==> config.mk <==
export PLATFORM = sky130hd
export DESIGN_NAME = fetch_stage
export DESIGN_NICKNAME = d
export VERILOG_FILES = /design/src/hw/fetch_stage.sv
export VERILOG_INCLUDE_DIRS = /design/src /design/src/hw
export SDC_FILE = /design/constraint.sdc
export NUM_CORES = 2
export LEC_CHECK = 0
export BUFFER_PORTS_ARGS = -buffer_cell sky130_fd_sc_hd__buf_2
export CORE_MARGIN = 4
export CORE_UTILIZATION = 50
export CTS_BUF_LIST = sky130_fd_sc_hd__clkbuf_8
export DETAILED_ROUTE_END_ITERATION = 16
export GPL_TIMING_DRIVEN = 0
export PLACE_DENSITY = 0.64
export SLEW_MARGIN = 30
export SYNTH_ARGS = -nofsm -noshare
export SYNTH_HDL_FRONTEND = slang
export SYNTH_SLANG_ARGS = --single-unit
==> constraint.sdc <==
create_clock -name sys_clk -period 10.2 [get_ports sys_clk]
set_input_delay 1.53 -clock sys_clk [delete_from_list [all_inputs] [get_ports sys_clk]]
set_output_delay 1.53 -clock sys_clk [all_outputs]
set_load 0.05 [all_outputs]
==> src/hw/cpu_cfg.svh <==
`ifndef CPU_CFG_SVH
`define CPU_CFG_SVH

// instruction memory depth, in 32-bit words
`define CPU_IMEM_WORDS 64

// data memory depth in words
// byte addresses wrap modulo this size
`define CPU_DMEM_WORDS 32

`endif

==> src/hw/fetch_stage.sv <==
`timescale 1ns/1ps
`default_nettype none

`include "cpu_cfg.svh"

module fetch_stage (
  input  logic        sys_clk,
  input  logic        reset,
  input  logic        run,
  input  logic        load_valid,
  input  logic [5:0]  load_addr,
  input  logic [31:0] load_data,
  input  logic        stall,
  input  logic        branch_taken,
  input  logic [31:0] pc_branch,
  output logic [31:0] pc,
  output logic [31:0] instruction
);

  localparam int IAW = $clog2(`CPU_IMEM_WORDS);

  logic [31:0] imem [`CPU_IMEM_WORDS];

  // program load, only while halted
  always_ff @(posedge sys_clk) begin
    if (load_valid && !run) begin
      imem[load_addr[IAW-1:0]] <= load_data;
    end
  end

  always_ff @(posedge sys_clk) begin
    if (reset || !run) begin
      pc <= '0;
    end else if (branch_taken) begin  // redirect beats the stall
      pc <= pc_branch;
    end else if (!stall) begin
      pc <= pc + 32'd4;
    end
  end

  // no-op while halted
  assign instruction = run ? imem[pc[IAW+1:2]] : '0;

endmodule

`default_nettype wire

==> out/results.tsv <==
metric	value	unit
grt_usage	32.7	%
rr_startpoint	pc[15]	
synth.area.top_cells	edfxtp_1 77%, mux4_2 15%, mux2i_1 1.4%	
grt_pass1_wl	368000	um
cp_common_cell	buf_2	
worstPathRequired	8.67	ns
yosysSeqAreaShare	77.8	%
port_buffers	134	
holdWs	0.498	ns
finalMaxSlewViolations	0	
ys_seq_elements	2086	
via_per_inst	6.88	
first_iter_violations	7914	
path_clk_slew	0.06	ns
routed.top_layer	met5	
ys_types	54	
post_cts_resized	0	
die_area	0.167	sq mm
synth_top_area_cell	edfxtp_1	
clk_latency	1.02	ns
cts_root_buffer	clkbuf_8	
setup_viol	0	
max-cap-violations	0	
mostFrequentLayoutCell	edfxtp_1	
gp_congestion	0.880	
core-area	0.159	sq mm
netlist_instances	3526	
cts_tree	yes	
crit_path_cell_trace	buf_2 -> buf_2 -> buf_2 -> buf_2 -> buf_2 -> mux2i_1 -> nand3_1 -> o2111ai_1 -> a21oi_1 -> buf_2	
vias	44900	
finalCritPeriodShare	71.7	%
syn2layout_area_growth	18.5	%
wl_per_cell	41.8	um
antenna_left	0	
vdd_ir_drop_max	0.000147	V
htree_levels	5	
synth_top_area_share	76.8	%
clock-skew-final	0.0191	ns
holdBufCountCts	0	
hp-class	flop to flop	
clockBufferDepth	4	
overflow	0	
first_pass_iters	5	
wl	273000	um
cellPowerDensity	180	mW/mm^2
reg2reg_depth	5	
hpwl	185000	um
route.detailed.drc	0	
post-route-min-period	7.31	ns
critPathCaptureType	output pin	
cts_buffers	348	
fmax	0.137	GHz
num_rows	146	
ys_warn_count	0	
slowest_stage	a21oi_1	
antenna_found_initial	20	
worst_slack	2.89	ns
arrival	5.78	ns
slowest_delay	0.75	ns
grt_max_degree	65	
finalHoldViolCount	0	
avgSynthCellArea	22.7	sq um
cts_setup_buffers	0	
fp.dieH	408	um
grt_pass1_vias	43600	
status	finished, final reports clean	
crit_type	flop to output pin	
fp.dieW	408	um
routed-wl-met2	119000	um
async_flop_share	0	%
place_inst	5934	
post_dp_cell_area	0.0888	sq mm
setup.worst_path.end	instruction[28]	
critPathLaunchType	flop	
cts_sinks	2086	
critPathTopFamily	buffers and inverters	
ys.flop_type	edfxtp_1	
p_leak	29.9	nW
fin_cells	6528	
synth_edf_count	2048	
reg2reg_slack	7.88	ns
initial_core_util	50.4	%
r2r_end	pc[30]	
drt-met1-wl	95000	um
design_area	0.0949	sq mm
tightest_slew	1.15	ns
drive_above_1_share	33.8	%
crit_fanout	10	
final_cell_mix	2048 x edfxtp_1, 531 x mux4_2, 357 x clkbuf_8	
syn-num-nets	3603	
num_io_pins	140	
layout.nets	4289	
rsz0062_at_grt	false	
path_depth	10	
pre_cts_ws	4.12	ns
wl_met3	43300	um
synthesis.area	0.0801	sq mm
relSlewSlack	23.1	%
path_buf_inv	6	
==> kinds of logic (layout without fill, tap and decap cells) <==
group / after synthesis / count (layout) / synth area share (%)
DFF: 2086 / 2086 / 77.8
muxes: 667 / 667 / 16.7
and+or+nand+nor: 292 / 292 / 1.70
AOI/OAI and AO/OA: 258 / 258 / 2.24
buffers and inverters: 194 / 1114 / 1.30
xor gates and xnor gates: 28 / 28 / 0.306
adders and majority gates: 1 / 1 / 0.0156
other: 0 / 10 / 0
==> flip-flops by register name, summed over array words and instances, names as in the netlist, named ones only <==
register / cells
imem: 2048
pc: 32
==> worst min path at each step <==
stage	to	slack [ns]	from	cells after the start
global route	pc[0]	0.54	pc[0]	2
global placement	pc[0]	0.48	pc[0]	2
CTS	pc[0]	0.51	pc[0]	2
detailed placement	pc[0]	0.49	pc[0]	2
finish	pc[0]	0.50	pc[0]	2
floorplan	pc[0]	0.74	pc[0]	2
==> Yosys cell counts, types with 3 or more instances <==
cell and count:
edfxtp_1 2048, a2111oi_0 3, o21ai_0 25, nor3_1 20, buf_4 41, mux2i_1 113, dfxtp_1 38, a22o_1 17
and3_1 5, a22oi_1 64, nor4_1 7, buf_6 13, and2_1 8, clkbuf_1 66, a211o_1 3, a211oi_1 15
o22ai_1 21, a221o_1 7, inv_1 6, nor2b_1 17, mux4_2 531, mux2_2 23, or2_2 4, a31oi_1 6
nand4b_1 3, nor2_1 131, buf_2 47, nand2_1 48, nand4_1 8, nand2b_1 12, and4_1 3, xnor2_1 19
xor2_1 9, buf_1 19, o221ai_1 8, a221oi_1 25, a21oi_1 55, nand3_1 17
==> worst reg2reg max path, delay by kind of cell (launching register included) <==
family,cells,cell delay [ns]
flops,1,0.41
simple gates,3,1.35
compound gates,2,0.44
==> through the flow <==
stage          setup TNS (ns)  total power [mW]  util [%]
2_1_floorplan               0              10.1         -
3_3_place_gp           -51.60              10.5      52.5
3_5_place_dp                0              10.5      55.9
4_1_cts                     0              17.0      59.7
5_1_grt                     0              17.5      59.8
6_report                    0              17.0      59.8
==> power by group <==
| part | internal, mW | switching (mW) |
|---|---|---|
| Combinational | 0.272 | 0.609 |
| Sequential | 9.45 | 0.0145 |
| Clock | 3.42 | 3.27 |
| Total | 13.1 | 3.90 |
==> final cells by class <==
type,count,area [sq um]
Clock inverter,227,1110
Tap cell,2072,2590
Clock buffer,357,4910
Multi-Input combinational cell,1246,17300
Fill cell,11000,63900
Timing Repair Buffer,336,5620
Inverter,8,30.0
Sequential cell,2086,62300
Antenna cell,10,25.0
Buffer,186,1060
==> metal layers <==
| layer | vias up | global-route usage [%] |
|---|---|---|
| met5 | - | 0 |
| met1 | 23500 | 44.8 |
| met3 | 788 | 12.1 |
| met2 | 4142 | 46.8 |
| met4 | 4 | 15.8 |
| li1 | 16500 | - |
Power figures use the tool's default switching activity.
