<file path="config.mk">
export PLATFORM = sky130hd
export DESIGN_NAME = memory_stage
export DESIGN_NICKNAME = d
export VERILOG_FILES = /design/src/hw/cpu_pkg.sv /design/src/hw/memory_stage.sv
export VERILOG_INCLUDE_DIRS = /design/src /design/src/hw
export SDC_FILE = /design/constraint.sdc
export NUM_CORES = 1
export LEC_CHECK = 0
export BUFFER_PORTS_ARGS = -buffer_cell sky130_fd_sc_hd__buf_4
export CAP_MARGIN = 40
export CORE_MARGIN = 2
export CORE_UTILIZATION = 40
export CTS_BUF_LIST = sky130_fd_sc_hd__clkbuf_4
export DETAILED_ROUTE_END_ITERATION = 10
export GPL_TIMING_DRIVEN = 1
export PLACE_DENSITY = 0.6
export SYNTH_ARGS = -nofsm -noshare
export SYNTH_HDL_FRONTEND = slang
export SYNTH_SLANG_ARGS = --single-unit
</file>
<file path="constraint.sdc">
create_clock -name sys_clk -period 5.8 [get_ports sys_clk]
set_input_delay 1.16 -clock sys_clk [delete_from_list [all_inputs] [get_ports sys_clk]]
set_output_delay 1.16 -clock sys_clk [all_outputs]
set_load 0.03 [all_outputs]
</file>
<file path="src/hw/cpu_cfg.svh">
`ifndef CPU_CFG_SVH
`define CPU_CFG_SVH

// instruction memory depth, in 32-bit words
`define CPU_IMEM_WORDS 64

// data memory depth in words
// byte addresses wrap modulo this size
`define CPU_DMEM_WORDS 32

`endif

</file>
<file path="src/hw/cpu_pkg.sv">
`default_nettype none

package cpu_pkg;

  // rv32i major opcodes in the supported subset
  typedef enum logic [6:0] {
    op_load   = 7'b0000011,
    op_imm    = 7'b0010011,
    op_store  = 7'b0100011,
    op_reg    = 7'b0110011,
    op_branch = 7'b1100011
  } opcode_e;

  typedef enum logic [2:0] {
    alu_add,
    alu_sub,
    alu_and,
    alu_or,
    alu_xor,
    alu_slt
  } alu_op_e;

  typedef enum logic [1:0] {
    fwd_none,
    fwd_mem,
    fwd_wb
  } fwd_sel_e;

  // all zero is a no-op
  typedef struct packed {
    logic       reg_write;
    logic       mem_read;
    logic       mem_write;
    logic       is_branch;
    logic       branch_ne;
    logic       alu_src_imm;
    alu_op_e    alu_op;
    logic [4:0] rd;
  } control_t;

endpackage

`default_nettype wire

</file>
<file path="src/hw/memory_stage.sv">
`timescale 1ns/1ps
`default_nettype none

`include "cpu_cfg.svh"

module memory_stage (
  input  logic              sys_clk,
  input  logic              reset,
  input  logic [31:0]       alu_res_in,
  input  logic [31:0]       store_data_in,
  input  cpu_pkg::control_t control,
  output logic [31:0]       load_data
);

  localparam int DAW = $clog2(`CPU_DMEM_WORDS);

  logic [31:0]    dmem [`CPU_DMEM_WORDS];
  logic [DAW-1:0] word_addr;

  assign word_addr = alu_res_in[DAW+1:2];  // wraps modulo depth

  always_ff @(posedge sys_clk) begin
    if (reset) begin
      for (int i = 0; i < `CPU_DMEM_WORDS; i++) begin
        dmem[i] <= '0;
      end
    end else if (control.mem_write) begin
      dmem[word_addr] <= store_data_in;
    end
  end

  assign load_data = dmem[word_addr];

endmodule

`default_nettype wire

</file>
==> impl_summary.txt <==
----------------------------------------------------
[Power and ir drop]
  Power density relative to cell area ... 308 nW/µm²
  Switching share of total power ... 0.238
  Clock power share ... 0.388
  Int Pwr ... 12.3 mW
  Share of power burned in combinational logic ... 0.079
  Leak pwr ... 19.9 nW
  Net switching power ... 3.84 mW
  Peak supply drop ... 0.174 mV
  Sequential Power Share ... 0.533

[Detailed routing]
  WL met1 ... 55,600 µm
  Via count of the routed design ... 27,600
  Met2 routed WL ... 59,600 µm
  Avg WL per Cell ... 24.7 µm
  Detailed Routing Iterations Pass 1 ... 5
  Initial drt markers ... 2,669
  Met3 wirelength from detailed routing ... 9740 µm
  Final WL ... 129,000 µm
  Total DRC errors in the routed layout ... 0
  Routed via count divided by cell count ... 5.29
  Uppermost routed layer ... met5
  ANT nets after route ... 0

[Die]
  Width of the die ... 345 µm
  I/O pin cnt ... 112
  Effective utilization at floorplan ... 0.402
  Number of placement rows ... 125
  Die boundary height ... 345 µm
  Die Footprint ... 119,000 µm²
  CORE AREA ... 116,000 µm²

[Clock tree]
  Buffer count from post-CTS setup fixing ... 0
  Total of cells resized after clock tree synthesis ... 0
  CTS tree ... done
  TritonCTS Buffers ... 289
  Clock transition time at the flip-flop clock pins of the worst setup and hold paths ... 0.06 ns
  Root cell of the clock tree ... sky130_fd_sc_hd__clkbuf_4
  Number of clock sinks ... 1,024
  CTS H-tree lvls ... 5
  Number of hold buffers added after CTS ... 0
  Max clock buf depth ... 4

[Synth]
  Portion of the post-synthesis area used by sequential elements ... 0.660
  Number of storage elements in the synthesis netlist ... 1,024
  Number of warnings reported in the yosys synthesis log ... 0
  Netlist area before placement ... 46,600 µm²
  Async set or reset register ratio after synthesis ... 0
  Count of unique library cells instantiated by Yosys ... 32
  Number of enable-type register cells in the synthesized netlist ... 1,024
  Post-synthesis instance total ... 3,327
  Syn Area/Cell ... 14.0 µm²
  Synth Flop Type ... sky130_fd_sc_hd__edfxtp_1
  Synthesized Nets ... 3,407

[Cells and area]
  Largest register by flop count ... dmem
  Commonest non-fill, non-tap cells in the layout ... 1,024 x sky130_fd_sc_hd__and2_1, 1,024 x sky130_fd_sc_hd__edfxtp_1, 512 x sky130_fd_sc_hd__mux2i_1
  Register Area ... 30,700 µm²
  Final core utilization ... 0.453
  Net total in the final layout ... 3,593
  Fill count ... 10,300
  Fraction of layout instances using a drive strength above 1 ... 0.203
  Leading registers by flop count ... dmem x1024
  Area added between synthesis and finish ... 12.8%
  Number of flip-flops in the largest register ... 1,024
  Total area of multi-input combinational cells ... 14,500 µm²

[Worst hold path]
  Min-Delay Path Class ... in2reg

[STA]
  Setup TNS after final layout ... 0 ns
  Final period util ... 0.861
  Headroom to the max-slew limit ... 0.443
  Upper clock frequency limit ... 200 MHz
  Transition at the pin with the smallest max-transition slack ... 0.836 ns
  Final hold violation count ... 0
  Number of slew-limit violations in the final report ... 0
  Unrepaired setup endpoints after global routing ... false
  Setup violation total in the final timing report ... 0
  Post-layout min period ... 4.99 ns

[Critical path]
  Critical path's top delay family ... buffers and inverters
  Crit path buf inv count ... 4
  Worst Path Arrival ... 3.83 ns
  Worst-path cell chain ... buf_8 -> buf_12 -> buf_12 -> mux2i_1 -> o22ai_1 -> nor4_1 -> nand2_1 -> buf_4
  Type of element launching the critical path ... input port
  Delay of the slowest cell on the worst path ... 0.61 ns
  Crit Path Class ... in2out
  Dominant cell type by count on the critical path ... sky130_fd_sc_hd__buf_12
  Worst Path Required ... 4.64 ns
  Category of the worst setup path capture point ... output pin
  Slowest stage cell on the critical path ... sky130_fd_sc_hd__nor4_1
  Worst-path maximum fanout ... 56

[Place]
  Half-perimeter wire length after detailed placement ... 74,900 µm
  Count of buffers from port buffering ... 71
  Final weighted congestion in routability-driven placement ... 0.803

[GRT]
  Antenna violations before repair ... 13
  Overall routing resource usage ... 0.216
  GR Overflow Total ... 0
  Maximum number of pins on one net before global-route repair ... 57
  Via count of the first global-routing pass ... 27,900
  Wire length of the first global-routing pass ... 188,000 µm

[Flow run]
  Max Cap Viol ... 0

[Status]
  Result of the run ... completed

----------------------------------------------------
-- per-layer routing --
metal / global-route usage / up-vias
met5: 0 / -
met2: 0.338 / 1053
li1: - / 12600
met4: 0.0885 / 2
met1: 0.294 / 13700
met3: 0.0437 / 254
-- logic make-up after synthesis --
group / share of synthesized area
buffers and inverters: 0.0307
and+or+nand+nor: 0.162
muxes: 0.110
DFF: 0.660
AOI/OAI and AO/OA: 0.0364
-- per-stage QoR --
stage	hold WS, ns	std cells	instance area (µm²)	worst slack, ns	power (mW)
floorplan	1.36	3327	46600	2.09	9.49
global placement	1.70	4730	48900	0.707	10.0
detailed placement	1.71	4746	49200	0.797	10.1
CTS	0.439	5205	52500	0.772	16.3
global route	0.464	5213	52500	0.595	16.8
finish	0.560	5214	52500	0.806	16.2
-- cell usage after synthesis, drive strengths merged, types with 4 or more instances --
master   number  area [µm²]
buf         105         586
edfxtp     1024       30700
nor2         29         134
nor3          4        35.0
nand2        35         134
nor4         64         400
nand4b        5        50.0
or2          32         200
nand4bb       7        78.8
mux2i       512        5120
clkbuf      216         845
and2       1024        6410
or4b          4        43.8
o22ai       256        1700
-- power by group through the flow --
stage          clock (mW)  combinational, mW  sequential (mW)
6_report             6.26               1.28             8.62
5_1_grt              6.80               1.35             8.66
4_1_cts              6.42               1.29             8.62
3_5_place_dp            0               1.28             8.78
3_3_place_gp            0               1.25             8.77
2_1_floorplan           0              0.733             8.75
-- final cells by class --
class | count | area share
antenna | 9 | 0.000429
clock buffer | 430 | 0.0614
timing repair buffer | 216 | 0.0381
multi-input combinational | 1982 | 0.276
sequential | 1024 | 0.585
clock inverter | 29 | 0.00257
tap | 1524 | 0.0363
-- final timing paths --
kind	cells past startpoint	start	to
worst min-delay path	2	store_data_in[0]	dmem[21][0]
worst max-delay path	8	alu_res_in[3]	load_data[26]
Note: power is estimated with default switching activity, not from simulation.
