<file path="src/hw/cpu_cfg.svh">
`ifndef CPU_CFG_SVH
`define CPU_CFG_SVH

// instruction memory depth, in 32-bit words
`define CPU_IMEM_WORDS 64

// data memory depth in words
// byte addresses wrap modulo this size
`define CPU_DMEM_WORDS 32

`endif

</file>
<file path="src/hw/cpu_pkg.sv">
`default_nettype none

package cpu_pkg;

  // rv32i major opcodes in the supported subset
  typedef enum logic [6:0] {
    op_load   = 7'b0000011,
    op_imm    = 7'b0010011,
    op_store  = 7'b0100011,
    op_reg    = 7'b0110011,
    op_branch = 7'b1100011
  } opcode_e;

  typedef enum logic [2:0] {
    alu_add,
    alu_sub,
    alu_and,
    alu_or,
    alu_xor,
    alu_slt
  } alu_op_e;

  typedef enum logic [1:0] {
    fwd_none,
    fwd_mem,
    fwd_wb
  } fwd_sel_e;

  // all zero is a no-op
  typedef struct packed {
    logic       reg_write;
    logic       mem_read;
    logic       mem_write;
    logic       is_branch;
    logic       branch_ne;
    logic       alu_src_imm;
    alu_op_e    alu_op;
    logic [4:0] rd;
  } control_t;

endpackage

`default_nettype wire

</file>
<file path="src/hw/fwd_if.sv">
`timescale 1ns/1ps
`default_nettype none

// results of the memory and writeback stages, fed back to execute
interface fwd_if;

  logic        mem_reg_write;
  logic [4:0]  mem_rd;
  logic [31:0] mem_data;  // alu result, not load data
  logic        wb_reg_write;
  logic [4:0]  wb_rd;
  logic [31:0] wb_data;

  modport src (output mem_reg_write, mem_rd, mem_data, wb_reg_write, wb_rd, wb_data);
  modport unit (input mem_reg_write, mem_rd, wb_reg_write, wb_rd);
  modport exec (input mem_data, wb_data);

endinterface

`default_nettype wire

</file>
<file path="src/hw/execute_stage.sv">
`timescale 1ns/1ps
`default_nettype none

module execute_stage (
  input  logic [31:0]       data1,
  input  logic [31:0]       data2,
  input  logic [31:0]       immediate_data,
  input  logic [31:0]       pc_execute,
  input  cpu_pkg::control_t control,
  input  cpu_pkg::fwd_sel_e fwd_sel_a,
  input  cpu_pkg::fwd_sel_e fwd_sel_b,
  fwd_if.exec               fwd,
  output logic [31:0]       alu_res,
  output logic [31:0]       store_data,
  output logic              branch_taken,
  output logic [31:0]       pc_branch
);

  logic [31:0] operand_a;
  logic [31:0] operand_b;
  logic [31:0] alu_b;

  function automatic logic [31:0] pick(input cpu_pkg::fwd_sel_e sel,
                                       input logic [31:0] reg_val,
                                       input logic [31:0] mem_val,
                                       input logic [31:0] wb_val);
    case (sel)
      cpu_pkg::fwd_mem: return mem_val;
      cpu_pkg::fwd_wb:  return wb_val;
      default:          return reg_val;
    endcase
  endfunction

  assign operand_a = pick(fwd_sel_a, data1, fwd.mem_data, fwd.wb_data);
  assign operand_b = pick(fwd_sel_b, data2, fwd.mem_data, fwd.wb_data);
  assign alu_b     = control.alu_src_imm ? immediate_data : operand_b;

  always_comb begin
    case (control.alu_op)
      cpu_pkg::alu_sub: alu_res = operand_a - alu_b;
      cpu_pkg::alu_and: alu_res = operand_a & alu_b;
      cpu_pkg::alu_or:  alu_res = operand_a | alu_b;
      cpu_pkg::alu_xor: alu_res = operand_a ^ alu_b;
      cpu_pkg::alu_slt: alu_res = {31'd0, $signed(operand_a) < $signed(alu_b)};
      default:          alu_res = operand_a + alu_b;
    endcase
  end

  assign store_data = operand_b;  // forwarded rs2 for sw

  // beq / bne on forwarded operands
  assign branch_taken = control.is_branch &&
                        (control.branch_ne ? (operand_a != operand_b) : (operand_a == operand_b));
  assign pc_branch    = pc_execute + immediate_data;

endmodule

`default_nettype wire

</file>
<file path="src/flat_wrapper.sv">
// flat-port wrapper written by rule: the top's interface ports become plain ports
module execute_stage_flat 
  (data1, data2, immediate_data, pc_execute, control, fwd_sel_a, fwd_sel_b, alu_res, store_data, branch_taken, pc_branch, fwd_mem_data, fwd_wb_data);
  fwd_if fwd_i ();
  input  logic [31:0] data1;
  input  logic [31:0] data2;
  input  logic [31:0] immediate_data;
  input  logic [31:0] pc_execute;
  input  cpu_pkg::control_t control;
  input  cpu_pkg::fwd_sel_e fwd_sel_a;
  input  cpu_pkg::fwd_sel_e fwd_sel_b;
  output logic [31:0] alu_res;
  output logic [31:0] store_data;
  output logic branch_taken;
  output logic [31:0] pc_branch;
  input wire logic [$bits(fwd_i.mem_data)-1:0] fwd_mem_data;
  input wire logic [$bits(fwd_i.wb_data)-1:0] fwd_wb_data;
  assign fwd_i.mem_data = fwd_mem_data;
  assign fwd_i.wb_data = fwd_wb_data;
  execute_stage u_core (.data1(data1), .data2(data2), .immediate_data(immediate_data), .pc_execute(pc_execute), .control(control), .fwd_sel_a(fwd_sel_a), .fwd_sel_b(fwd_sel_b), .fwd(fwd_i), .alu_res(alu_res), .store_data(store_data), .branch_taken(branch_taken), .pc_branch(pc_branch));
endmodule
</file>
<file path="config.mk">
export PLATFORM = sky130hd
export DESIGN_NAME = execute_stage_flat
export DESIGN_NICKNAME = d
export VERILOG_FILES = /design/src/hw/cpu_cfg.svh /design/src/hw/cpu_pkg.sv /design/src/hw/fwd_if.sv /design/src/hw/execute_stage.sv /design/src/flat_wrapper.sv
export SDC_FILE = /design/constraint.sdc
export NUM_CORES = 1
export LEC_CHECK = 0
export CORE_AREA = 2 2 139 155
export DETAILED_ROUTE_END_ITERATION = 8
export DIE_AREA = 0 0 141 157
export DONT_BUFFER_PORTS = 1
export GPL_TIMING_DRIVEN = 0
export MAX_ROUTING_LAYER = met4
export SLEW_MARGIN = 20
export SYNTH_ARGS = -nofsm -noshare
export SYNTH_HDL_FRONTEND = slang
export SYNTH_SLANG_ARGS = --single-unit
</file>
<file path="constraint.sdc">
create_clock -name vclk -period 9.05
set_clock_uncertainty 0.15 [all_clocks]
set_input_delay 0.905 -clock vclk [all_inputs]
set_output_delay 0.905 -clock vclk [all_outputs]
set_load 0.03 [all_outputs]
</file>
==> reports/metrics.csv, run 1 <==
metric;value;unit
outcome;completed;
ys_seq_area_share;0;%
tns;0;ns
synth_nets;1792;
grt_pass1_wl;68000;microns
cts-resized-gates;0;
rsz0062_at_grt;no;
seq_area;0;sq um
io_buffers;0;
dp_hpwl;39500;microns
relSlewSlack;24.3;%
clockPowerShare;0;%
setup.worst_path.end_class;output pin;
p_int;0.357;mW
setup.worst_path.end;alu_res[24];
grt_max_degree;11;
num_rows;55;
multiInputGateArea;8190;sq um
ys_types;84;
n_fill_cell;2268;
clock.fmax;132;MHz
ctsHoldBuffers;0;
drt_iter0_markers;1358;
initial_core_util;44.5;%
avgSynthCellArea;6.29;sq um
hold_violations;0;
switching_share;71.0;%
wire_per_inst;28.0;microns
finalCritPeriodShare;83.9;%
num_vias;11700;
area_delta_synth_final;3.70;%
cts_setup_buffers;0;
tightest_slew;1.12;ns
comb_power_share;100.0;%
first_pass_iters;5;
period_needed;7.60;ns
cp-start-kind;input pin;
routed_via_density;6.83;
cp_common_cell;inv_1;
coreArea;20400;sq um
hp-class;in2out;
layout-drive-gt1-share;3.25;%
crit_chain;inv_1, ha_1, clkbuf_1, clkbuf_1, a21oi_1, o21a_1, inv_1, ha_1, inv_1, fa_1, nor2b_1, o21ai_1, o221ai_1, a31oi_2, o21ai_0, a31oi_1, o31ai_1, o21a_1, a21oi_1, o22ai_1;
power_density;130;nW/um^2
whs_path_depth;1;
crit_fanout;10;
final_nets;1794;
crit_path_max_incr_delay;0.68;ns
track_usage;41.6;%
crit_slowest_cell;clkbuf_1;
n_clock_buffer;0;
p_leak;4.18;nW
ant_nets;0;
io_pins;307;
antenna_found_initial;2;
path_class;in2out;
critical_path_required;8.00;ns
syn_inst;1448;
slew_violations;0;
seq_cells;0;
first_global_vias;10900;
gp_congestion;1.08;
crit_arrival;6.54;ns
die-area;22100;sq um
ir_drop;0.0000643;V
routed_wl;47700;microns
die_y;157;microns
yosys_warnings;0;
maxCapViolCount;0;
route.detailed.drc;0;
p_sw;0.874;mW
setup_viol;0;
seqPwrFrac;0;%
crit_start;fwd_sel_b[0];
syn_area;9100;sq um
die_w;141;microns
gr-total-overflow;0;
holdWs;1.91;ns
## stage by stage
step                      util [%]  area (sq um)  cells  setup WS, ns  power, mW
final                         46.2          9440   1707          1.45       1.23
after global routing          46.2          9440   1706          1.21       1.31
after CTS                     46.2          9430   1704          1.57       1.20
after detailed placement      46.2          9430   1704          1.59       1.19
after global placement        46.1          9420   1704          1.59       1.19
after floorplan                  -          9100   1448          3.06      0.914
## synthesized netlist by cell type (all sizes together) (4+ instances only)
| master | n | share of area, % |
|---|---|---|
| nor4 | 22 | 1.7 |
| o22ai | 5 | 0.34 |
| a21oi | 193 | 11 |
| o31ai | 17 | 1.7 |
| and3 | 4 | 0.27 |
| a31o | 4 | 0.38 |
| nand3 | 22 | 1.2 |
| a221o | 7 | 0.77 |
| and4 | 4 | 0.38 |
| o211ai | 29 | 2.4 |
| nor2 | 164 | 6.8 |
| o21ai | 100 | 5.5 |
| a211oi | 13 | 1.3 |
| and2 | 6 | 0.41 |
| a31oi | 16 | 1.2 |
| a21o | 26 | 2.1 |
| o21a | 14 | 1.2 |
| o21bai | 24 | 2.1 |
| nor3 | 22 | 1.2 |
| xnor2 | 51 | 4.9 |
| a22oi | 78 | 6.4 |
| a221oi | 10 | 1.0 |
| a2111oi | 5 | 0.56 |
| clkbuf | 61 | 2.5 |
| or3 | 7 | 0.48 |
| nor2b | 9 | 0.62 |
| nand2 | 111 | 4.6 |
| a21boi | 6 | 0.49 |
| buf | 26 | 1.4 |
| inv | 147 | 6.1 |
| o221ai | 9 | 0.87 |
| ha | 131 | 18 |
| nand4 | 9 | 0.62 |
| o31a | 5 | 0.48 |
| xor2 | 37 | 3.6 |
| nand2b | 11 | 0.76 |
## cells in the final DEF (no fill, tap or decap), types with 20 or more instances in the layout
master,instances
xnor2_1,51
clkbuf_1,60
xor2_1,37
nor4_1,20
o211ai_1,29
o21ai_0,87
a21oi_1,188
ha_1,131
o21bai_1,22
a22oi_1,78
nand3_1,22
nor3_1,22
inv_1,144
nor2_1,164
a21o_1,26
nand2_1,111
## worst max-delay path, delay by kind of cell
family / cells / cell delay (ns)
AOI/OAI and AO/OA: 11 / 3.28
buffers and inverters: 5 / 1.22
adders and majority gates: 3 / 0.99
and+or+nand+nor: 1 / 0.13
## per-layer routing
layer,up-vias,share of wire (%),global-route usage [%]
met5,-,0,-
met4,0,6.1,19.1
met3,154,11,7.88
met2,783,45,67.0
met1,5497,38,50.5
li1,5230,-,-
## logic make-up after synthesis
family                   count (synthesis)  share of synthesized area (%)
AND/OR/NAND/NOR                        402                           20.0
buffers and inverters                  236                           10.1
XOR/XNOR                                88                           8.47
multiplexers                             2                          0.247
adder cells (fa/ha/maj)                134                           18.7
AO/OA/AOI/OAI                          586                           42.5
## worst min-delay path by stage
| stage | slack, ns | to | start |
|---|---|---|---|
| CTS | 1.91 | branch_taken | control[10] |
| detailed placement | 1.91 | branch_taken | control[10] |
| global placement | 1.91 | branch_taken | control[10] |
| finish | 1.91 | branch_taken | control[10] |
| global route | 1.92 | branch_taken | control[10] |
| floorplan | 1.90 | branch_taken | control[10] |
## final cells by class
| class | count | share of cell area [%] |
|---|---|---|
| well taps | 256 | 3.39 |
| plain buffers | 87 | 3.80 |
| inverters | 149 | 5.95 |
| diodes | 3 | 0.0795 |
| multi-input cells | 1212 | 86.8 |
## power groups by stage
stage	logic [mW]	clock network, mW	registers (mW)
2_1_floorplan	0.914	0	0
3_3_place_gp	1.19	0	0
3_5_place_dp	1.19	0	0
4_1_cts	1.20	0	0
5_1_grt	1.31	0.0000000297	0
6_report	1.23	0.0000000448	0
Note: power is estimated with default switching activity, not from simulation.
==> inputs of run 2 (changes only) <==
clock period = 7.14 ns   (was 9.05 ns; I/O delays follow)
==> run 2 against run 1 <==
Against the previous run: via count up 0.72%; final cell count unchanged; non-clock buffer count unchanged.
==> reports/metrics.csv, run 2 (synthesis gave the netlist of run 1 again) <==
metric;value;unit;change
p_leak;4.20;nW;+0.37%
routed_via_density;6.88;;+0.72%
path_buf_inv;5;;unchanged
initial_core_util;44.5;%;unchanged
ir_drop;0.0000817;V;+27%
first_pass_iters;7;;+2
route.detailed.drc;0;;unchanged
n_fill_cell;2267;;-0.044%
ant_nets;0;;unchanged
slew_violations;0;;unchanged
maxCapViolCount;0;;unchanged
die-area;22100;sq um;unchanged
post-route-util;46.3;%;+0.067 points
relSlewSlack;23.6;%;-0.65 points
ctsHoldBuffers;0;;unchanged
final_nets;1794;;unchanged
cts_setup_buffers;0;;unchanged
holdWs;1.53;ns;-0.382 ns
die_y;157;microns;unchanged
io_buffers;0;;unchanged
num_vias;11700;;+0.72%
drt_iter0_markers;1343;;-1.1%
dp_hpwl;39500;microns;unchanged
crit_fanout;10;;unchanged
io_pins;307;;unchanged
setup.worst_path.end_class;output pin;;
clock.fmax;145;MHz;
seq_area;0;sq um;unchanged
n_clock_buffer;0;;unchanged
cp-start-kind;input pin;;
gp_congestion;1.08;;unchanged
critical_path_required;6.28;ns;-1.72 ns
grt_pass1_wl;68000;microns;unchanged
antenna_found_initial;2;;unchanged
path_class;in2out;;
setup_viol;0;;unchanged
worstHoldEndpoint;branch_taken;;
hold_violations;0;;unchanged
outcome;completed;;
hold_start;control[10];;
tightest_slew;1.13;ns;+0.00966 ns
crit_start;fwd_sel_b[0];;
mostFrequentLayoutCells;a21oi_1 (188), nor2_1 (164), inv_1 (144);;
first_global_vias;10900;;unchanged
rsz0062_at_grt;no;;
routed_wl;47800;microns;+0.13%
track_usage;41.6;%;unchanged
tns;0;ns;unchanged
power_density;165;nW/um^2;+27%
crit_path_max_incr_delay;0.53;ns;-0.15 ns
crit_arrival;6.02;ns;-0.52 ns
cp_top_family;compound AO/OA/AOI/OAI gates;;
period_needed;6.88;ns;
seq_cells;0;;unchanged
finish.cell_count_without_fillers;1707;;unchanged
wire_per_inst;28.0;microns;+0.13%
dp_cells;1704;;unchanged
layout-drive-gt1-share;3.66;%;+0.41 points
hp-class;in2out;;
crit_slowest_cell;o22ai_1;;
crit_chain;inv_1, ha_1, clkbuf_1, clkbuf_2, a21oi_1, o21a_1, inv_1, ha_1, inv_1, fa_1, nor2b_1, o21ai_1, o221ai_1, a31oi_2, o21ai_0, a31oi_1, o31ai_1, o21a_1, a21oi_1, o22ai_1;;
final_common_cell;a21oi_1;;
die_w;141;microns;unchanged
cp_common_cell;inv_1;;
num_rows;55;;unchanged
area_delta_synth_final;3.85;%;
grt_max_degree;11;;unchanged
gr-total-overflow;0;;unchanged
finalCritPeriodShare;96.4;%;
coreArea;20400;sq um;unchanged
whs_path_depth;1;;unchanged
==> run 2: cell types whose count changed in the layout (fill, tap and decap cells not counted) <==
cell	change
o21bai_2	+1
o21bai_1	-1
clkbuf_1	-4
o21ai_0	-1
a2111oi_1	-1
o21ai_1	+1
clkbuf_2	+4
a2111oi_2	+1
==> run 2: final cells by class <==
class / count / area (sq um) / area share [%]
well taps: 256 / 320 / 3.39
inverters: 149 / 562 / 5.94
multi-input cells: 1212 / 8200 / 86.7
diodes: 3 / 7.51 / 0.0794
plain buffers: 87 / 364 / 3.85
==> run 2: what timing repair did <==
action	in CTS	in global routing
hold endpoints to repair	0	0
setup endpoints to repair	0	7
gates resized for setup	0	11
==> run 2: power by group <==
group | total, mW | switching [mW] | leakage (nW) | internal [mW]
combinational | 1.56 | 1.11 | 4.20 | 0.453
clock | 0.0000000567 | 0 | 0.0000190 | 0.0000000567
sequential | 0 | 0 | 0 | 0
total | 1.56 | 1.11 | 4.20 | 0.453
==> run 2: metrics by stage <==
stage	area [sq um]	power, mW	worst slack [ns]
finish	9450	1.56	0.256
global route	9450	1.66	0.0537
CTS	9430	1.52	0.0372
detailed placement	9430	1.51	0.0582
global placement	9420	1.51	0.0617
floorplan	9100	1.16	1.53
==> run 2: how the worst max path moves through the flow <==
stage | endpoint | slack [ns] | cells after the start
after CTS | alu_res[24] | 0.04 | 20
final | alu_res[24] | 0.26 | 20
after global routing | alu_res[24] | 0.05 | 20
after detailed placement | alu_res[24] | 0.06 | 20
after floorplan | alu_res[31] | 1.53 | 17
after global placement | alu_res[24] | 0.06 | 20
==> run 2: routing by layer <==
metal | global-route usage, % | up-vias | wire, microns
met1 | 50.5 | 5512 | 18000
li1 | - | 5215 | -
met2 | 67.0 | 852 | 21500
met4 | 19.1 | 0 | 2980
met5 | - | - | 0
met3 | 7.88 | 169 | 5310
