<file path="src/hw/cpu_cfg.svh">
`ifndef CPU_CFG_SVH
`define CPU_CFG_SVH

// instruction memory depth, in 32-bit words
`define CPU_IMEM_WORDS 64

// data memory depth in words
// byte addresses wrap modulo this size
`define CPU_DMEM_WORDS 32

`endif

</file>
<file path="src/hw/cpu_pkg.sv">
`default_nettype none

package cpu_pkg;

  // rv32i major opcodes in the supported subset
  typedef enum logic [6:0] {
    op_load   = 7'b0000011,
    op_imm    = 7'b0010011,
    op_store  = 7'b0100011,
    op_reg    = 7'b0110011,
    op_branch = 7'b1100011
  } opcode_e;

  typedef enum logic [2:0] {
    alu_add,
    alu_sub,
    alu_and,
    alu_or,
    alu_xor,
    alu_slt
  } alu_op_e;

  typedef enum logic [1:0] {
    fwd_none,
    fwd_mem,
    fwd_wb
  } fwd_sel_e;

  // all zero is a no-op
  typedef struct packed {
    logic       reg_write;
    logic       mem_read;
    logic       mem_write;
    logic       is_branch;
    logic       branch_ne;
    logic       alu_src_imm;
    alu_op_e    alu_op;
    logic [4:0] rd;
  } control_t;

endpackage

`default_nettype wire

</file>
<file path="src/hw/fwd_if.sv">
`timescale 1ns/1ps
`default_nettype none

// results of the memory and writeback stages, fed back to execute
interface fwd_if;

  logic        mem_reg_write;
  logic [4:0]  mem_rd;
  logic [31:0] mem_data;  // alu result, not load data
  logic        wb_reg_write;
  logic [4:0]  wb_rd;
  logic [31:0] wb_data;

  modport src (output mem_reg_write, mem_rd, mem_data, wb_reg_write, wb_rd, wb_data);
  modport unit (input mem_reg_write, mem_rd, wb_reg_write, wb_rd);
  modport exec (input mem_data, wb_data);

endinterface

`default_nettype wire

</file>
<file path="src/hw/hazard_forward_unit.sv">
`timescale 1ns/1ps
`default_nettype none

module hazard_forward_unit (
  input  logic [4:0]        rs1_decode,
  input  logic [4:0]        rs2_decode,
  input  logic [4:0]        rs1_execute,
  input  logic [4:0]        rs2_execute,
  input  cpu_pkg::control_t control_ex,
  fwd_if.unit               fwd,
  output logic              stall,
  output cpu_pkg::fwd_sel_e fwd_sel_a,
  output cpu_pkg::fwd_sel_e fwd_sel_b
);

  // youngest writer wins, x0 never forwarded
  function automatic cpu_pkg::fwd_sel_e select_src(input logic [4:0] rs,
                                                   input logic       mem_we,
                                                   input logic [4:0] mem_rd,
                                                   input logic       wb_we,
                                                   input logic [4:0] wb_rd);
    if (rs == 5'd0) return cpu_pkg::fwd_none;
    if (mem_we && mem_rd == rs) return cpu_pkg::fwd_mem;
    if (wb_we && wb_rd == rs) return cpu_pkg::fwd_wb;
    return cpu_pkg::fwd_none;
  endfunction

  // load in execute feeding decode
  assign stall = control_ex.mem_read && control_ex.rd != 5'd0 &&
                 (control_ex.rd == rs1_decode || control_ex.rd == rs2_decode);

  assign fwd_sel_a = select_src(rs1_execute, fwd.mem_reg_write, fwd.mem_rd,
                                fwd.wb_reg_write, fwd.wb_rd);
  assign fwd_sel_b = select_src(rs2_execute, fwd.mem_reg_write, fwd.mem_rd,
                                fwd.wb_reg_write, fwd.wb_rd);

endmodule

`default_nettype wire

</file>
<file path="src/flat_wrapper.sv">
// flat-port wrapper written by rule: the top's interface ports become plain ports
module hazard_forward_unit_flat 
  (rs1_decode, rs2_decode, rs1_execute, rs2_execute, control_ex, stall, fwd_sel_a, fwd_sel_b, fwd_mem_reg_write, fwd_mem_rd, fwd_wb_reg_write, fwd_wb_rd);
  fwd_if fwd_i ();
  input  logic [4:0] rs1_decode;
  input  logic [4:0] rs2_decode;
  input  logic [4:0] rs1_execute;
  input  logic [4:0] rs2_execute;
  input  cpu_pkg::control_t control_ex;
  output logic stall;
  output cpu_pkg::fwd_sel_e fwd_sel_a;
  output cpu_pkg::fwd_sel_e fwd_sel_b;
  input wire logic [$bits(fwd_i.mem_reg_write)-1:0] fwd_mem_reg_write;
  input wire logic [$bits(fwd_i.mem_rd)-1:0] fwd_mem_rd;
  input wire logic [$bits(fwd_i.wb_reg_write)-1:0] fwd_wb_reg_write;
  input wire logic [$bits(fwd_i.wb_rd)-1:0] fwd_wb_rd;
  assign fwd_i.mem_reg_write = fwd_mem_reg_write;
  assign fwd_i.mem_rd = fwd_mem_rd;
  assign fwd_i.wb_reg_write = fwd_wb_reg_write;
  assign fwd_i.wb_rd = fwd_wb_rd;
  hazard_forward_unit u_core (.rs1_decode(rs1_decode), .rs2_decode(rs2_decode), .rs1_execute(rs1_execute), .rs2_execute(rs2_execute), .control_ex(control_ex), .fwd(fwd_i), .stall(stall), .fwd_sel_a(fwd_sel_a), .fwd_sel_b(fwd_sel_b));
endmodule
</file>
<file path="config.mk">
export PLATFORM = sky130hd
export DESIGN_NAME = hazard_forward_unit_flat
export DESIGN_NICKNAME = d
export VERILOG_FILES = /design/src/hw/cpu_cfg.svh /design/src/hw/cpu_pkg.sv /design/src/hw/fwd_if.sv /design/src/hw/hazard_forward_unit.sv /design/src/flat_wrapper.sv
export SDC_FILE = /design/constraint.sdc
export NUM_CORES = 1
export LEC_CHECK = 0
export BUFFER_PORTS_ARGS = -buffer_cell sky130_fd_sc_hd__buf_2
export CAP_MARGIN = 20
export CORE_AREA = 10 10 47 49
export DETAILED_ROUTE_END_ITERATION = 6
export DIE_AREA = 0 0 57 59
export PLACE_DENSITY = 0.78
export SLEW_MARGIN = 10
export SYNTH_ARGS = -nofsm -noshare
export SYNTH_HDL_FRONTEND = slang
export SYNTH_SLANG_ARGS = --single-unit
</file>
<file path="constraint.sdc">
create_clock -name vclk -period 2.6
set_input_delay 0.78 -clock vclk [all_inputs]
set_output_delay 0.78 -clock vclk [all_outputs]
set_load 0.01 [all_outputs]
</file>
==> results.py, run 1 <==
metrics = {
    "timing": {
        "layout_min_cycle_time_ns": 2.54,
        "whs_ns": 1.90,
        "period_share_pct": 97.5,
        "tns_ns": 0,
        "fmaxAchievable_ghz": 0.394,
        "worst_slew_pin_slew_ns": 0.224,
        "finalMaxSlewViolations": 0,
        "setup_violations": 0,
        "slew_headroom_pct": 84.9,
        "finalHoldViolCount": 0,
        "rsz0062_at_grt": "no",
    },
    "synth": {
        "synth_area_leader_cell": "xnor2_1",
        "ys_seq_area_share_pct": 0,
        "netlist.area_leader.share_pct": 32.9,
        "yosysMostFrequentCell": "xnor2_1",
        "yosys_warnings": 0,
        "yosys.cell_types.count": 14,
        "synth_area_um2": 425,
        "syn_nets": 99,
        "synth_area_leaders": "xnor2_1 33%, xor2_1 29%, nor4b_2 7.1%",
        "yosys-top-cells-count": "16 x xnor2_1, 14 x xor2_1, 4 x nand3_1",
        "synthesis.instances": 53,
        "synth_area_per_cell_um2": 8.03,
    },
    "floorplanning": {
        "row_count": 14,
        "start_util_pct": 30.4,
        "die_w_um": 57,
        "die_h_um": 59,
        "io_pins": 51,
        "core_area_mm2": 0.00140,
        "die-area_mm2": 0.00336,
    },
    "final_layout": {
        "fin_nets": 144,
        "diodes": 0,
        "nFlopsAndLatches": 0,
        "clkbuf_count": 0,
        "finalNonFillerCells": 112,
        "finalCoreUtilization_pct": 47.1,
        "register_area_um2": 0,
        "area_growth_pct": 55.3,
        "final_area_um2": 661,
        "drive_above_1_share_pct": 51.0,
    },
    "route": {
        "firstDrtPassIters": 4,
        "avgRoutedWirePerCell_um": 13.2,
        "routed_wl_um": 1470,
        "vias": 504,
        "drc": 0,
        "drt_iter0_drc": 5,
        "viasPerCell": 4.50,
        "postRouteAntennaNets": 0,
    },
    "outcome": {
        "status": "complete, no violations",
    },
    "global_routing": {
        "grt_pass1_vias": 553,
        "grt_antenna_before_repair": 0,
        "grt_pass1_wl_um": 2260,
        "grt_overflow": 0,
        "track_usage_pct": 7.63,
        "grt_start_max_net_pins": 4,
    },
    "placement": {
        "hpwl_um": 1430,
        "placedCellCount": 112,
        "post_dp_cell_area_um2": 661,
        "io_buffer_count": 43,
        "place.gp.congestion": 0.771,
    },
    "setup_path": {
        "path_common_cell": "buf_2",
        "worst-path-buf-inv": 2,
        "end_kind": "output pin",
        "path_cells": "buf_2 -> xor2_1 -> nor4_1 -> nand3_1 -> nor4b_2 -> buf_2",
        "critPathSlowestCell": "nor4_1",
        "cp-start-kind": "primary input",
        "crit_type": "in2out",
        "arrival_ns": 1.76,
        "max_stage_delay_ns": 0.26,
        "crit_family": "simple AND/OR/NAND/NOR gates",
        "crit_path_max_fanout": 3,
        "cp.required_ns": 1.82,
    },
    "pwr": {
        "p_per_area_mw_per_mm2": 146,
        "power.clock.fraction_pct": 0,
        "p_seq_share_pct": 0,
        "p_comb_share_pct": 100.0,
        "irDropWorstVdd_v": 0.0000630,
        "p_switching_uw": 44.6,
        "p_leak_uw": 0.000307,
        "cell_internal_pwr_uw": 52.1,
        "swShare_pct": 46.1,
    },
    "clocking": {
        "cts_resized": 0,
        "post_cts_buffers": 0,
        "hold_buffers": 0,
    },
    "run": {
        "maxCapViolations": 0,
    },
    "min_path": {
        "hp-class": "in2out",
    },
}
[layout make-up]
class,count,area (um^2)
fill,155,741
multi-input combinational,53,425
timing repair buffer,43,215
tap,16,20.0
[stage by stage]
| stage | setup slack [ns] | power [uW] |
|---|---|---|
| after floorplan | 0.338 | 46.3 |
| after global placement | 0.0626 | 95.4 |
| after detailed placement | 0.0625 | 97.4 |
| after CTS | 0.0613 | 97.8 |
| after global routing | 0.00144 | 106 |
| final | 0.0641 | 96.8 |
[power by group through the flow]
stage	Combinational, uW	Clock, uW	Sequential [uW]
3_3_place_gp	95.4	0	0
4_1_cts	97.8	0	0
5_1_grt	106	0	0
2_1_floorplan	46.3	0	0
6_report	96.8	0	0
3_5_place_dp	97.4	0	0
[cells in the final DEF, fill, tap and decap left out]
cell type / count
xor2_1: 14
or4_4: 2
nor2_1: 2
nor4_1: 2
nand4_1: 2
xnor2_1: 16
o21ai_1: 1
or4_1: 1
nand3_1: 4
a21oi_1: 1
nor3_1: 2
buf_2: 43
nor4b_2: 2
nor2_4: 2
nand2_1: 2
[tightest hold or removal path: cells and delay by family]
kind | cells | cell delay [ns]
buf+inv | 2 | 0.22
compound gates | 2 | 0.11
[worst paths after layout]
path / cells past startpoint / start / slack, ns / end
max: 6 / rs2_execute[1] / 0.06 / fwd_sel_b[1]
min: 4 / control_ex[12] / 1.90 / stall
[kinds of logic after synthesis]
| logic type | count (synthesis) | share of synthesized area [%] |
|---|---|---|
| xor+xnor | 30 | 61.8 |
| simple gates | 21 | 35.9 |
| compound gates | 2 | 2.35 |
[metal layers]
metal  routed length [um]  up-vias  global-route usage, %
met5                    0        -                      0
li1                     -      273                      -
met1                  521      222                   7.78
met3                   68        0                   1.72
met2                  883        9                   16.0
met4                    0        0                      0
(Power assumes the default switching activity.)
==> run 2, diff against run 1 <==
--- a/config.mk
+++ b/config.mk
@@ -11,6 +11,7 @@
 export DETAILED_ROUTE_END_ITERATION = 6
 export DIE_AREA = 0 0 57 59
 export PLACE_DENSITY = 0.78
+export RECOVER_POWER = 100
 export SLEW_MARGIN = 10
 export SYNTH_ARGS = -nofsm -noshare
 export SYNTH_HDL_FRONTEND = slang
==> run 2 against run 1 <==
  * Hold slack unchanged
  * Utilization fell by 0.45 points
  * Setup slack got worse by 0.0087 ns
  * Combinational power down 0.6%
  * Critical path depth shrank 1
  * Flip-flop and latch count unchanged
  * Via count fell by 0.20%
  * First-iteration DRC count stayed put
  * Global-route usage is the same
  * Design area decreased by 0.95%
  * Maximum frequency decreased by 0.34%
  * Wire length about the same
  * Critical path type unchanged
==> results.py, run 2 (synthesized netlist as in run 1, its figures left out) <==
metrics = {
    "min_path": {
        "hold_path_depth": 4,
        "whs_endpoint": "stall",
        "hp-class": "in2out",
        "hp-start": "control_ex[12]",
    },
    "run": {
        "maxCapViolations": 0,
    },
    "setup_path": {
        "crit_path_max_fanout": 3,
        "end_kind": "output pin",
        "crit_family": "simple AND/OR/NAND/NOR gates",
        "crit_path_start": "rs2_execute[1]",
        "worst-path-buf-inv": 2,
        "cp.required_ns": 1.82,
        "cp-start-kind": "primary input",
        "critPathSlowestCell": "or4_4",
        "arrival_ns": 1.76,
        "max_stage_delay_ns": 0.53,
        "path_cells": "clkbuf_2 -> or4_4 -> nor2_2 -> nor2_1 -> buf_2",
        "crit_type": "in2out",
    },
    "floorplanning": {
        "die_h_um": 59,
        "core_area_mm2": 0.00140,
        "die-area_mm2": 0.00336,
        "io_pins": 51,
        "die_w_um": 57,
        "row_count": 14,
        "start_util_pct": 30.4,
    },
    "timing": {
        "finalHoldViolCount": 0,
        "worst_slew_pin_slew_ns": 0.224,
        "tns_ns": 0,
        "fmaxAchievable_ghz": 0.393,
        "slew_headroom_pct": 84.9,
        "layout_min_cycle_time_ns": 2.54,
        "period_share_pct": 97.9,
        "setup_violations": 0,
        "finalMaxSlewViolations": 0,
        "rsz0062_at_grt": "no",
    },
    "final_layout": {
        "drive_above_1_share_pct": 50.0,
        "final_area_um2": 654,
        "nFlopsAndLatches": 0,
        "fin_nets": 144,
        "final_cell_mix": "41 x buf_2, 16 x xnor2_1, 14 x xor2_1",
        "finalCoreUtilization_pct": 46.7,
        "area_growth_pct": 53.8,
        "register_area_um2": 0,
        "clkbuf_count": 0,
        "diodes": 0,
        "finalNonFillerCells": 112,
        "final_common_cell": "buf_2",
    },
    "global_routing": {
        "grt-busiest-layer": "met2",
        "grt.met1_usage_pct": 7.78,
        "grt_pass1_vias": 553,
        "grt_overflow": 0,
        "grt_antenna_before_repair": 0,
        "track_usage_pct": 7.63,
        "grt_util_met2_pct": 16.0,
        "grt_pass1_wl_um": 2260,
        "use_met3_pct": 1.72,
        "grt_start_max_net_pins": 4,
    },
    "placement": {
        "post_dp_cell_area_um2": 661,
        "hpwl_um": 1430,
        "placedCellCount": 112,
        "place.gp.congestion": 0.771,
        "io_buffer_count": 43,
    },
    "route": {
        "drt_iter0_drc": 5,
        "vias": 503,
        "avgRoutedWirePerCell_um": 13.2,
        "routed_wl_um": 1470,
        "drc": 0,
        "firstDrtPassIters": 4,
        "postRouteAntennaNets": 0,
        "viasPerCell": 4.49,
    },
    "pwr": {
        "p_per_area_mw_per_mm2": 147,
        "p_leak_uw": 0.000302,
        "irDropWorstVdd_v": 0.0000621,
        "power_uw": 96.2,
    },
    "clocking": {
        "hold_buffers": 0,
        "post_cts_buffers": 0,
        "cts_resized": 0,
    },
    "outcome": {
        "status": "complete, no violations",
    },
}
run 2: cell count changes in the layout (fill, tap and decap cells not counted):
| cell | change |
|---|---|
| nor2_2 | +1 |
| nor2_4 | -1 |
| clkbuf_1 | +1 |
| clkbuf_2 | +1 |
| buf_2 | -2 |
run 2: worst max path at each step:
| stage | to | cells past startpoint |
|---|---|---|
| after CTS | fwd_sel_b[1] | 6 |
| after detailed placement | fwd_sel_b[1] | 6 |
| after floorplan | fwd_sel_a[0] | 3 |
| after global routing | fwd_sel_a[1] | 6 |
| final | fwd_sel_b[0] | 5 |
| after global placement | fwd_sel_a[1] | 6 |
run 2: area by class of cell:
class                      count  area (um^2)
fill                         157          747
timing repair buffer          43          214
multi-input combinational     53          420
tap                           16         20.0
run 2: metrics by stage:
step	setup WS, ns	hold slack [ns]
4_1_cts	0.0613	1.90
2_1_floorplan	0.338	1.67
3_5_place_dp	0.0625	1.90
6_report	0.0554	1.90
5_1_grt	0.00144	1.94
3_3_place_gp	0.0626	1.89
run 2: power by group:
group          internal, uW  total [uW]  switching (uW)
logic                  51.9        96.2            44.3
registers                 0           0               0
clock network             0           0               0
run 2: routing by layer:
metal / up-vias / wire length [um]
li1: 273 / -
met2: 9 / 882
met5: - / 0
met1: 221 / 523
met3: 0 / 69
met4: 0 / 0
==> run 3, diff against run 2 <==
--- a/config.mk
+++ b/config.mk
@@ -5,12 +5,12 @@
 export SDC_FILE = /design/constraint.sdc
 export NUM_CORES = 1
 export LEC_CHECK = 0
+export ABC_AREA = 1
 export BUFFER_PORTS_ARGS = -buffer_cell sky130_fd_sc_hd__buf_2
 export CAP_MARGIN = 20
-export CORE_AREA = 10 10 47 49
+export CORE_UTILIZATION = 43
 export DETAILED_ROUTE_END_ITERATION = 6
-export DIE_AREA = 0 0 57 59
-export PLACE_DENSITY = 0.78
+export PLACE_DENSITY = 0.9
 export RECOVER_POWER = 100
 export SLEW_MARGIN = 10
 export SYNTH_ARGS = -nofsm -noshare
==> run 3 against run 2 <==
  * Setup slack gained 0.12 ns
  * Largest power group unchanged
  * Combinational power up 24%
  * Non-clock buffer count did not move
  * First-iteration DRC count rose to 6.2 times the previous value
  * Highest routed layer unchanged
  * Cell count increased by 58%
==> results.py, run 3 <==
metrics = {
    "outcome": {
        "status": "complete, no violations",
    },
    "global_routing": {
        "grt.met1_usage_pct": 31.1,
        "grt_overflow": 0,
        "grt_util_met2_pct": 49.2,
        "track_usage_pct": 25.2,
        "grt_pass1_vias": 728,
        "use_met3_pct": 0.578,
        "grt_pass1_wl_um": 2790,
        "grt-busiest-layer": "met2",
        "grt_start_max_net_pins": 5,
        "grt_antenna_before_repair": 0,
    },
    "final_layout": {
        "drive_above_1_share_pct": 26.4,
        "finalNonFillerCells": 177,
        "fin_nets": 211,
        "final_common_cell": "nand2_1",
        "final_cell_mix": "47 x nand2_1, 38 x buf_2, 27 x inv_1",
        "nFlopsAndLatches": 0,
        "final_area_um2": 808,
        "finalCoreUtilization_pct": 68.1,
        "clkbuf_count": 0,
        "register_area_um2": 0,
        "diodes": 0,
        "area_growth_pct": 38.9,
    },
    "timing": {
        "setup_violations": 0,
        "worst_slew_pin_slew_ns": 0.306,
        "fin_ws_ns": 0.175,
        "fmaxAchievable_ghz": 0.412,
        "finalHoldViolCount": 0,
        "tns_ns": 0,
        "finalMaxSlewViolations": 0,
        "layout_min_cycle_time_ns": 2.42,
        "period_share_pct": 93.3,
        "rsz0062_at_grt": "no",
        "slew_headroom_pct": 79.4,
    },
    "run": {
        "maxCapViolations": 0,
    },
    "synth": {
        "syn_nets": 166,
        "synth_area_leaders": "nand2_1 30%, inv_1 17%, xnor2_1 14%",
        "synth_area_leader_cell": "nand2_1",
        "yosysMostFrequentCell": "nand2_1",
        "synth_area_per_cell_um2": 4.85,
        "synthesis.instances": 120,
        "yosys_warnings": 0,
        "ys_seq_area_share_pct": 0,
        "netlist.area_leader.share_pct": 30.3,
        "yosys.cell_types.count": 15,
        "yosys-top-cells-count": "47 x nand2_1, 27 x inv_1, 12 x nor2_1",
        "synth_area_um2": 582,
    },
    "floorplanning": {
        "start_util_pct": 49.1,
        "row_count": 12,
        "io_pins": 51,
        "core_area_mm2": 0.00119,
        "die-area_mm2": 0.00150,
        "die_h_um": 38.8,
        "die_w_um": 38.8,
    },
    "route": {
        "viasPerCell": 4.73,
        "vias": 838,
        "postRouteAntennaNets": 0,
        "drt_iter0_drc": 31,
        "drc": 0,
        "routed_wl_um": 1640,
        "firstDrtPassIters": 4,
        "avgRoutedWirePerCell_um": 9.28,
    },
    "clocking": {
        "hold_buffers": 0,
        "cts_resized": 0,
        "post_cts_buffers": 0,
    },
    "placement": {
        "placedCellCount": 177,
        "io_buffer_count": 43,
        "post_dp_cell_area_um2": 815,
        "place.gp.congestion": 0.787,
        "hpwl_um": 1490,
        "dp_worst_setup_slack_ns": 0.178,
    },
    "setup_path": {
        "cp.required_ns": 1.82,
        "crit_path_start": "rs2_execute[3]",
        "crit_path_end": "fwd_sel_b[1]",
        "crit_path_max_fanout": 4,
        "end_kind": "output pin",
        "cp-start-kind": "primary input",
        "arrival_ns": 1.64,
        "crit_type": "in2out",
    },
    "pwr": {
        "p_seq_share_pct": 0,
        "cell_internal_pwr_uw": 54.8,
        "p_comb_share_pct": 100.0,
        "p_leak_uw": 0.000526,
        "irDropWorstVdd_v": 0.0000663,
        "swShare_pct": 53.9,
        "power.clock.fraction_pct": 0,
        "p_per_area_mw_per_mm2": 147,
        "p_switching_uw": 64.0,
    },
    "min_path": {
        "hp-class": "in2out",
        "hp-start": "control_ex[12]",
    },
}
-- run 3: changes by cell type after synthesis, moves of 3 or more --
cell,change
nand2_1,+45
nand4_1,+3
xnor2_1,-7
nor2_1,+10
inv_1,+27
xor2_1,-13
-- run 3: cell type report --
type	count	area [um^2]
Multi-Input combinational cell	92	477
Tap cell	14	17.5
Fill cell	121	378
Timing Repair Buffer	43	209
Inverter	28	105
-- run 3: critical path, stage by stage --
cell and delay, ns:
buf_2 0.10, inv_1 0.12, nand3_1 0.10, nor3_1 0.25
nor2_1 0.07, nand2_1 0.06, nor2_1 0.04, clkbuf_1 0.12
-- run 3: stage by stage --
stage	hold WS (ns)	total power, uW
after detailed placement	1.89	119
after global placement	1.88	114
final	1.87	119
after floorplan	1.67	65.4
after CTS	1.89	119
after global routing	1.94	134
-- run 3: kinds of logic after synthesis --
kind of cell | count (synthesis) | share of synthesized area [%]
AO/OA/AOI/OAI | 6 | 6.02
XOR/XNOR | 10 | 15.1
buffers and inverters | 28 | 18.1
AND/OR/NAND/NOR | 76 | 60.9
-- run 3: worst min-delay path by stage --
stage,end,slack [ns],cells after the start
after floorplan,stall,1.67,2
after global placement,stall,1.88,4
after detailed placement,stall,1.89,4
after CTS,stall,1.89,4
after global routing,stall,1.94,4
final,stall,1.87,4
-- run 3: power by group through the flow --
stage               combinational (uW)  clock (uW)  sequential [uW]
floorplan                         65.4           0                0
global placement                   114           0                0
detailed placement                 119           0                0
CTS                                119           0                0
global route                       134           0                0
finish                             119           0                0
-- run 3: routing by layer --
layer / share of wire (%) / routed length [um]
met3: 5.7 / 94
met2: 49 / 802
met1: 45 / 746
met4: 0 / 0
met5: 0 / 0
